**config.mk**
```make
export PLATFORM = sky130hd
export DESIGN_NAME = gpio_top
export DESIGN_NICKNAME = d
export VERILOG_FILES = /design/src/rtl/gpio_axi_pkg.sv /design/src/rtl/gpio_reg_pkg.sv /design/src/rtl/gpio_axi_slave.sv /design/src/rtl/gpio_regs.sv /design/src/rtl/gpio_pin_sync.sv /design/src/rtl/gpio_top.sv
export SDC_FILE = /design/constraint.sdc
export NUM_CORES = 1
export LEC_CHECK = 0
export BUFFER_PORTS_ARGS = -buffer_cell sky130_fd_sc_hd__buf_2
export CAP_MARGIN = 20
export CORE_MARGIN = 5
export CORE_UTILIZATION = 49
export CTS_CLUSTER_SIZE = 10
export DETAILED_ROUTE_END_ITERATION = 10
export GPL_ROUTABILITY_DRIVEN = 1
export PLACE_DENSITY_LB_ADDON = 0.25
export SLEW_MARGIN = 10
export SYNTH_ARGS = -nofsm -noshare
export SYNTH_HDL_FRONTEND = slang
export SYNTH_SLANG_ARGS = --single-unit
```
**constraint.sdc**
```tcl
create_clock -name sys_clk -period 1.55 [get_ports sys_clk]
set_input_delay 0.465 -clock sys_clk [delete_from_list [all_inputs] [get_ports sys_clk]]
set_output_delay 0.465 -clock sys_clk [all_outputs]
set_load 0.02 [all_outputs]
```
**src/rtl/gpio_axi_pkg.sv**
```systemverilog
package gpio_axi_pkg;

   //####################################################################
   // Slave FSM states
   //####################################################################

   typedef enum logic [1:0] {
      IDLE       = 2'd0,      // Waiting for a request
      WRITE_RESP = 2'd1,      // Holding bvalid until bready
      READ_RESP  = 2'd2       // Holding rvalid until rready
   } axi_state_e;

   //####################################################################
   // Response codes
   //####################################################################

   // Only the two codes this slave can return
   typedef enum logic [1:0] {
      OKAY   = 2'b00,         // Access done
      SLVERR = 2'b10          // Unmapped offset or write to read-only
   } axi_resp_e;

endpackage

```
**src/rtl/gpio_reg_pkg.sv**
```systemverilog
package gpio_reg_pkg;

   //####################################################################
   // Register map
   //####################################################################

   localparam int REG_AW = 8;                 // Low address bits decoded

   // Word aligned offsets
   typedef enum logic [REG_AW-1:0] {
      REG_OUT    = 8'h00,     // Output value
      REG_DIR    = 8'h04,     // Output enable per pin
      REG_IN     = 8'h08,     // Synchronized pin state
      REG_OUTSET = 8'h0C,     // Sets output bits
      REG_OUTCLR = 8'h10,     // Clears output bits
      REG_IEN    = 8'h14,     // Interrupt enable per pin
      REG_ILAT   = 8'h18      // Rising edge latch cleared by writing 1
   } gpio_reg_e;

endpackage

```
**src/rtl/gpio_axi_slave.sv**
```systemverilog
module gpio_axi_slave
   import gpio_axi_pkg::*;
   import gpio_reg_pkg::*;
(
   input  logic              sys_clk,         // Bus clock
   input  logic              rst_n,           // Async reset, active low
   // Write address and data
   input  logic [REG_AW-1:0] s_axi_awaddr,
   input  logic              s_axi_awvalid,
   output logic              s_axi_awready,
   input  logic [31:0]       s_axi_wdata,
   input  logic              s_axi_wvalid,
   output logic              s_axi_wready,
   // Write response
   output logic              s_axi_bvalid,
   output axi_resp_e         s_axi_bresp,
   input  logic              s_axi_bready,
   // Read address
   input  logic [REG_AW-1:0] s_axi_araddr,
   input  logic              s_axi_arvalid,
   output logic              s_axi_arready,
   // Read data
   output logic              s_axi_rvalid,
   output logic [31:0]       s_axi_rdata,
   output axi_resp_e         s_axi_rresp,
   input  logic              s_axi_rready,
   // Register file side
   output logic              reg_wr,          // One cycle write strobe
   output logic              reg_rd,          // One cycle read strobe
   output logic [REG_AW-1:0] reg_addr,
   output logic [31:0]       reg_wdata,
   input  logic [31:0]       reg_rdata,       // Valid with reg_rd
   input  logic              reg_err          // Valid with either strobe
);

   axi_state_e state;                         // Current FSM state
   axi_state_e state_nxt;
   logic       idle;
   logic       wr_req;
   logic       wr_acc;
   logic       rd_acc;

   assign idle   = (state == IDLE);
   assign wr_req = s_axi_awvalid & s_axi_wvalid;      // Both halves present
   assign wr_acc = idle & wr_req;
   assign rd_acc = idle & ~wr_req & s_axi_arvalid;    // Write wins a tie

   // Ready levels follow the state, low while a response waits
   assign s_axi_awready = idle;
   assign s_axi_wready  = idle;
   assign s_axi_arready = idle & ~wr_req;

   assign s_axi_bvalid = (state == WRITE_RESP);
   assign s_axi_rvalid = (state == READ_RESP);

   assign reg_wr    = wr_acc;                 // Register updates on accept edge
   assign reg_rd    = rd_acc;
   assign reg_addr  = wr_req ? s_axi_awaddr : s_axi_araddr;
   assign reg_wdata = s_axi_wdata;

   //####################################################################
   // FSM
   //####################################################################

   always_comb begin
      state_nxt = state;
      case (state)
         IDLE: begin
            if (wr_acc)
               state_nxt = WRITE_RESP;
            else if (rd_acc)
               state_nxt = READ_RESP;
         end
         WRITE_RESP: begin
            if (s_axi_bready)                 // Master took bresp
               state_nxt = IDLE;
         end
         READ_RESP: begin
            if (s_axi_rready)                 // Master took rdata
               state_nxt = IDLE;
         end
         default: state_nxt = IDLE;
      endcase
   end

   always_ff @(posedge sys_clk or negedge rst_n) begin
      if (!rst_n)
         state <= IDLE;
      else
         state <= state_nxt;
   end

   // Response payload, captured on accept and held under back-pressure
   always_ff @(posedge sys_clk) begin
      if (wr_acc)
         s_axi_bresp <= reg_err ? SLVERR : OKAY;
      if (rd_acc) begin
         s_axi_rdata <= reg_rdata;
         s_axi_rresp <= reg_err ? SLVERR : OKAY;
      end
   end

endmodule

```
**src/rtl/gpio_regs.sv**
```systemverilog
module gpio_regs
   import gpio_reg_pkg::*;
#(
   parameter int NGPIO = 24                   // Pin count, 1 to 32
)
(
   input  logic              sys_clk,
   input  logic              rst_n,
   input  logic              reg_wr,          // Write strobe from slave
   input  logic              reg_rd,          // Read strobe from slave
   input  logic [REG_AW-1:0] reg_addr,
   input  logic [31:0]       reg_wdata,
   output logic [31:0]       reg_rdata,
   output logic              reg_err,
   input  logic [NGPIO-1:0]  pin_sync,        // Synchronized pins
   input  logic [NGPIO-1:0]  pin_rise,        // Rising edge pulses
   output logic [NGPIO-1:0]  gpio_out,
   output logic [NGPIO-1:0]  gpio_oe,
   output logic              irq
);

   gpio_reg_e        reg_sel;
   logic [NGPIO-1:0] wdata_n;                 // Write data cut to pin count
   logic [NGPIO-1:0] out_q;                   // REG_OUT
   logic [NGPIO-1:0] dir_q;                   // REG_DIR
   logic [NGPIO-1:0] ien_q;                   // REG_IEN
   logic [NGPIO-1:0] ilat_q;                  // REG_ILAT
   logic [NGPIO-1:0] ilat_clr;
   logic [31:0]      rd_word;
   logic             unmapped;
   logic             bad;

   assign reg_sel = gpio_reg_e'(reg_addr);
   assign wdata_n = reg_wdata[NGPIO-1:0];

   //####################################################################
   // Read decode
   //####################################################################

   always_comb begin
      rd_word  = '0;                          // Bits above NGPIO read 0
      unmapped = 1'b0;
      case (reg_sel)
         REG_OUT:  rd_word[NGPIO-1:0] = out_q;
         REG_DIR:  rd_word[NGPIO-1:0] = dir_q;
         REG_IN:   rd_word[NGPIO-1:0] = pin_sync;
         REG_IEN:  rd_word[NGPIO-1:0] = ien_q;
         REG_ILAT: rd_word[NGPIO-1:0] = ilat_q;
         REG_OUTSET,
         REG_OUTCLR: rd_word = '0;            // Write-only
         default:  unmapped = 1'b1;
      endcase
   end

   assign bad       = unmapped | (reg_wr & (reg_sel == REG_IN));
   assign reg_err   = (reg_wr | reg_rd) & bad;
   assign reg_rdata = reg_rd ? rd_word : 32'd0;

   //####################################################################
   // Write side
   //####################################################################

   always_ff @(posedge sys_clk or negedge rst_n) begin
      if (!rst_n) begin
         out_q <= '0;
         dir_q <= '0;
         ien_q <= '0;
      end else if (reg_wr) begin
         case (reg_sel)
            REG_OUT:    out_q <= wdata_n;
            REG_DIR:    dir_q <= wdata_n;
            REG_OUTSET: out_q <= out_q | wdata_n;
            REG_OUTCLR: out_q <= out_q & ~wdata_n;
            REG_IEN:    ien_q <= wdata_n;
            default:    ;                     // IN, ILAT and unmapped
         endcase
      end
   end

   assign ilat_clr = (reg_wr && reg_sel == REG_ILAT) ? wdata_n : '0;

   // New edge beats a clear in the same cycle
   always_ff @(posedge sys_clk or negedge rst_n) begin
      if (!rst_n)
         ilat_q <= '0;
      else
         ilat_q <= (ilat_q & ~ilat_clr) | pin_rise;
   end

   assign gpio_out = out_q;
   assign gpio_oe  = dir_q;
   assign irq      = |(ilat_q & ien_q);       // Enabled latched edges

endmodule

```
**src/rtl/gpio_pin_sync.sv**
```systemverilog
module gpio_pin_sync #(
   parameter int NGPIO = 24                   // Pin count
)
(
   input  logic             sys_clk,
   input  logic             rst_n,
   input  logic [NGPIO-1:0] gpio_in,          // Asynchronous pins
   output logic [NGPIO-1:0] pin_sync,         // Second stage output
   output logic [NGPIO-1:0] pin_rise          // One cycle per rising edge
);

   logic [NGPIO-1:0] sync_q1;                 // First stage, may go metastable
   logic [NGPIO-1:0] sync_q2;
   logic [NGPIO-1:0] prev_q;                  // Last cycle's synced value

   //####################################################################
   // Synchronizer and edge detect
   //####################################################################

   always_ff @(posedge sys_clk or negedge rst_n) begin
      if (!rst_n) begin
         sync_q1 <= '0;
         sync_q2 <= '0;
         prev_q  <= '0;
      end else begin
         sync_q1 <= gpio_in;
         sync_q2 <= sync_q1;
         prev_q  <= sync_q2;
      end
   end

   assign pin_sync = sync_q2;
   assign pin_rise = sync_q2 & ~prev_q;       // High now, low before

endmodule

```
**src/rtl/gpio_top.sv**
```systemverilog
module gpio_top
   import gpio_axi_pkg::*;
   import gpio_reg_pkg::*;
#(
   parameter int NGPIO = 24                   // Number of pins
)
(
   input  logic              sys_clk,         // System clock for bus and pins
   input  logic              rst_n,           // Async reset, active low
   // Pins
   input  logic [NGPIO-1:0]  gpio_in,
   output logic [NGPIO-1:0]  gpio_out,
   output logic [NGPIO-1:0]  gpio_oe,         // 1 drives the pin
   output logic              gpio_irq,
   // AXI4-lite slave
   input  logic [REG_AW-1:0] s_axi_awaddr,
   input  logic              s_axi_awvalid,
   output logic              s_axi_awready,
   input  logic [31:0]       s_axi_wdata,
   input  logic              s_axi_wvalid,
   output logic              s_axi_wready,
   output logic              s_axi_bvalid,
   output axi_resp_e         s_axi_bresp,
   input  logic              s_axi_bready,
   input  logic [REG_AW-1:0] s_axi_araddr,
   input  logic              s_axi_arvalid,
   output logic              s_axi_arready,
   output logic              s_axi_rvalid,
   output logic [31:0]       s_axi_rdata,
   output axi_resp_e         s_axi_rresp,
   input  logic              s_axi_rready
);

   logic              reg_wr;                 // Slave to register file
   logic              reg_rd;
   logic [REG_AW-1:0] reg_addr;
   logic [31:0]       reg_wdata;
   logic [31:0]       reg_rdata;              // Register file to slave
   logic              reg_err;
   logic [NGPIO-1:0]  pin_sync;               // Pin front end to registers
   logic [NGPIO-1:0]  pin_rise;

   // Port names match the wires above
   gpio_axi_slave u_slave (.*);

   gpio_regs #(.NGPIO(NGPIO)) u_regs (
      .*,
      .irq (gpio_irq)
   );

   gpio_pin_sync #(.NGPIO(NGPIO)) u_pins (.*);

endmodule

```
Yosys cells after proc, flatten, opt, wreduce, memory -nomap -nowiden
Cells that the tools add are included.

operators by class
  eq/ne operators = 11
  multiplexer cells = 11
  bitwise logic cells = 18
  reduce and logical (&&, ||, !) cells = 10

operators by type and width
  cell                                                 count
  one-hot mux 24 bit (5 select lines)                  1
  AND 24 bit                                           4
  inverter 24 bit                                      3
  one-hot mux 24 bit (3 select lines)                  1
  bitwise OR 24 bit                                    2
  equality test 8 x 5 -> 1 bit, second input constant  3
  two-way mux 24 bit                                   1
  OR reduction 24 bit                                  1
  equality test 8 x 4 -> 1 bit, second input constant  2
  two-way mux 2 bit                                    5
  equality test 8 x 3 -> 1 bit, second input constant  1
  zero test 8 bit                                      1
  two-way mux 8 bit                                    1
  OR reduction 7 bit                                   1
  AND 1 bit                                            6
  one-hot mux 2 bit (3 select lines)                   1
  AND reduction 2 bit                                  3
  != test 2 x 1 -> 1 bit, second input constant        2
  != test 3 x 1 -> 1 bit, second input constant        1
  AND reduction 3 bit                                  1
  nonzero test 3 bit                                   1
  equality test 2 x 1 -> 1 bit, second input constant  1
  equality test 2 bit, second input constant           1
  zero test 2 bit                                      1
  4 further kinds                                      5

storage, ports and cells
  register bits = 198
  bits of input ports = 79
  word-level logic and storage cells = 61

Logic depth before layout (Yosys ltp)
  depth after elaboration = 8
  mapped depth = 9

By module
From an unflattened synthesis, not the netlist that was laid out.

unflattened totals
  cell total of the unflattened synthesis = 709
  area, all modules = 9303.9 um^2

modules (own cells, without submodules)
  module          instances  cells each  area an instance (um^2)
  gpio_regs       1          520         5654.2
  gpio_pin_sync   1          96          2132.0
  gpio_axi_slave  1          93          1517.7

Worst setup path before layout
No wires, ideal clock.

  path type = input to register
  from = input s_axi_awvalid
  to = register u_regs.dir_q[10], in the netlist u_regs.gpio_oe[10]
  library setup time = 125 ps
  arrival time = 2029 ps
  data required time = 1425 ps
  setup slack = -604 ps
  stages on the path = 8
  path buffers = 3
  cell sequence = a2111oi_4 a22o_1 and3_1 buf_6 and2_4 buf_6 buf_8 mux2_4

between the ends
  word-level cells in the longest chain between the ends = 4
  elaborated cells between the ends (all ways) = 5

ends and longest elaborated chain
  element                            line                  source
  start, declared                    gpio_top.sv:17        input logic s_axi_awvalid,
  AND 1 bit (*)                      gpio_axi_slave.sv:44  assign wr_req = s_axi_awvalid & s_axi_wvalid;
  two-way mux 8 bit                  gpio_axi_slave.sv:58  assign reg_addr = wr_req ? s_axi_awaddr : s_axi_araddr;
  equality test 8 x 3 -> 1 bit       gpio_regs.sv:69       case (reg_sel)
  AND reduction 2 bit (no line) (*)  -
  end signal, assigned               gpio_regs.sv:71       REG_DIR: dir_q <= wdata_n;
  end, declared                      gpio_regs.sv:25       logic [NGPIO-1:0] dir_q;

Every way passes the cells marked *; elsewhere a longest branch is shown, timed or not.
A chain may end at the register's enable or synchronous reset.

Worst setup path after layout
  from = register u_regs.ilat_q[11]
  to = output gpio_irq

between the ends
  word-level cells in the longest chain between the ends = 2

ends and longest elaborated chain
  element                 line             source
  start, declared         gpio_regs.sv:27  logic [NGPIO-1:0] ilat_q;
  start signal, assigned  gpio_regs.sv:87  ilat_q <= (ilat_q & ~ilat_clr) | pin_rise;
  AND 24 bit              gpio_regs.sv:92  assign irq = |(ilat_q & ien_q);
  OR reduction 24 bit     gpio_regs.sv:92
  end, declared           gpio_top.sv:14   output logic gpio_irq,

No other way between the ends.

==> flow_summary.ini <==
[min_path]
hold_end = u_pins.sync_q1[21]$_DFF_PN0_
holdCritPathClass = primary input to register
whs_path_depth = 1
hold_start = gpio_in[21]

[timing]
fin_ws_ns = -0.864
rsz0062_at_grt = true
finalSetupViolCount = 154
finalCriticalPeriod_ns = 2.41
fmax_ghz = 0.414
fin_tns_setup_ns = -54.07
fin_worst_skew_ns = 0.0257
slew_viol_final = 0
finalHoldViolCount = 0
period_share = 1.56

[die]
row_count = 46
die_area_um2 = 19000
core_um2 = 16000
die_h_um = 138
ios = 169
dieWidth_um = 138
start_util = 0.502

[logic_synthesis]
ys_ff_latch = 196
avgSynthCellArea_um2 = 13.7
synth_area_um2 = 8030
yosys.area_share.adder = 0
ys_types = 46
synthCells = 585
async_reset_ff_frac = 0.867
ys.flop_type = dfrtp_1
synth-simple-area-share = 0.0715
synthMuxAreaShare = 0.0795
synth_edf_count = 26
synth_top_family_by_area = compound AO/OA/AOI/OAI gates
synth-seq-area-share = 0.627
synth-warning-count = 0
synth-xor-area-share = 0
synth_compound_area_frac = 0.172

[place]
pre_cts_slack_ns = -0.840
dp_hpwl_um = 15900
gp_congestion = 0.892
io_buffers = 150
post_dp_cell_area_um2 = 9910

[worst_setup_path]
worstReg2RegEnd = u_regs.ilat_q[4]$_DFF_PN0_
reg2reg_slack_ns = -0.38
r2r_start = u_slave.state[0]$_DFFE_PN0P_
cp.arrival_ns = 1.95
critical_path_class = register to output port
crit_fanout = 3
end_kind = output port
worst_ep_required_time_ns = 1.08
worst_setup_path_start_kind = register
r2r_cells = 8

[grt]
antenna_found_initial = 0
grt_pass1_wl_um = 44100
track_usage = 0.300
grt_pass1_vias = 7222
grt_remaining_overflow = 0
grt_max_degree = 67

[cts]
cts.sinks = 196
cts_buffer_depth = 2
tritoncts = done
clk_root_buffer_cell = clkbuf_16
cts_buffers = 17
clk_latency_ns = 0.44
htreeDepth = 4
clk_pin_slew_ns = 0.07

[finish]
nNetsFinal = 964
final_cell_mix = 166 x dfrtp_1, 143 x buf_2, 87 x buf_4
nFillCells = 870
syn2layout_area_growth_pct = 53.1
final_common_cell = dfrtp_1
multi_input_area_um2 = 3460
final_cell_area_um2 = 12300
antennaDiodeCount = 0
register_area_um2 = 5040
drive_gt1_frac = 0.586

[detailed_routing]
remaining_drc_errors = 0
drt_wl_total_um = 31500
drt_iter0_drc = 826
firstDrtPassIters = 7
wl_per_cell_um = 28.3
drtAntennaViolNets = 0
vias = 7206
via_per_inst = 6.47

[run_status]
outcome = finished with violations
violations = setup timing

[power]
peakVddDrop_uv = 763
power_leakage_nw = 5.67
power-per-cell-area_nw_per_um2 = 947

[flow_run]
max_cap_violations = 0
-- layer usage --
layer / part of all wire / vias up / GRT usage / wire [µm]
met5: 0 / - / 0 / 0
met4: 0.074 / 0 / 0.165 / 2340
met3: 0.091 / 184 / 0.0728 / 2860
met2: 0.48 / 586 / 0.490 / 15000
met1: 0.36 / 3637 / 0.368 / 11200
li1: - / 2799 / - / -
-- cells by family (layout without fill, tap and decap cells) --
| family | count (synthesis) | after routing |
|---|---|---|
| mux | 50 | 50 |
| compound gates | 164 | 164 |
| other cells | 1 | 10 |
| flops | 196 | 196 |
| simple gates | 103 | 103 |
| buf+inv | 71 | 374 |
-- critical path, stage by stage, from the launching register on --
cell and delay (ns):
dfrtp_1 0.43, a22oi_1 0.29, nand4_1 0.25, nor2_1 0.20, nand4_1 0.14, buf_2 0.20
-- state kept, by name, summed over array words and instances (netlist names) --
name / count
u_regs.ien_q: 24
u_pins.pin_sync: 24
u_slave.s_axi_rdata: 24
u_pins.prev_q: 24
u_regs.gpio_out: 24
u_slave.s_axi_rresp: 1
u_slave.state: 2
u_slave.s_axi_bresp: 1
u_pins.sync_q1: 24
u_regs.ilat_q: 24
u_regs.gpio_oe: 24
-- worst max path at each step --
stage / slack [ns] / depth (start not counted) / from / to
4_1_cts: -0.85 / 6 / u_regs.ien_q[8]$_DFFE_PN0P_ / gpio_irq
5_1_grt: -0.93 / 5 / u_regs.ilat_q[11]$_DFF_PN0_ / gpio_irq
6_report: -0.86 / 5 / u_regs.ilat_q[11]$_DFF_PN0_ / gpio_irq
3_3_place_gp: -0.79 / 7 / s_axi_awvalid / u_regs.ien_q[8]$_DFFE_PN0P_
2_1_floorplan: -0.60 / 8 / s_axi_wvalid / u_regs.gpio_oe[10]$_DFFE_PN0P_
3_5_place_dp: -0.84 / 6 / s_axi_wvalid / u_slave.s_axi_rdata[0]$_DFFE_PP_
-- cell usage after synthesis, types with 8 or more instances --
cell / instances / area (µm²)
mux2_2: 30 / 338
inv_1: 27 / 101
a21o_1: 9 / 67.6
nand2_1: 47 / 176
dfrtp_1: 170 / 4250
a221o_1: 24 / 240
edfxtp_1: 26 / 781
a22o_1: 28 / 245
buf_4: 17 / 128
a22oi_1: 58 / 435
o22ai_1: 10 / 62.6
clkbuf_1: 8 / 30.0
o221ai_1: 14 / 123
buf_2: 13 / 65.1
mux2_4: 20 / 300
nor3b_1: 24 / 180
-- where the power goes --
part	total [mW]	leakage [nW]	internal, mW	switching, mW
Clock	4.67	0.294	2.69	1.98
Combinational	1.44	3.05	0.618	0.820
Sequential	5.53	2.33	5.40	0.123
Total	11.6	5.67	8.72	2.92
-- stage by stage --
stage / cells / utilization / hold WS, ns / power (mW)
after floorplan: 594 / - / 0.169 / 6.05
after global placement: 1017 / 0.619 / 0.333 / 6.62
after detailed placement: 1017 / 0.619 / 0.335 / 6.66
after CTS: 1101 / 0.748 / 0.120 / 11.4
after global routing: 1113 / 0.768 / 0.125 / 11.9
final: 1113 / 0.768 / 0.131 / 11.6
-- layout make-up --
class	instances	area share
Tap cell	216	0.0220
Clock buffer	18	0.0349
Sequential cell	196	0.410
Inverter	27	0.00825
Timing Repair Buffer	316	0.228
Clock inverter	13	0.0147
Multi-Input combinational cell	327	0.282
-- timing repair --
item	4_1_cts	5_1_grt
pin swaps	51	42
cloned	14	4
gates resized for setup	165	74
hold buffers	1	0
buffers inserted	39	25
hold endpoints to repair	22	0
setup endpoints to repair	129	133
No activity file was read; power rests on OpenSTA's default activity.
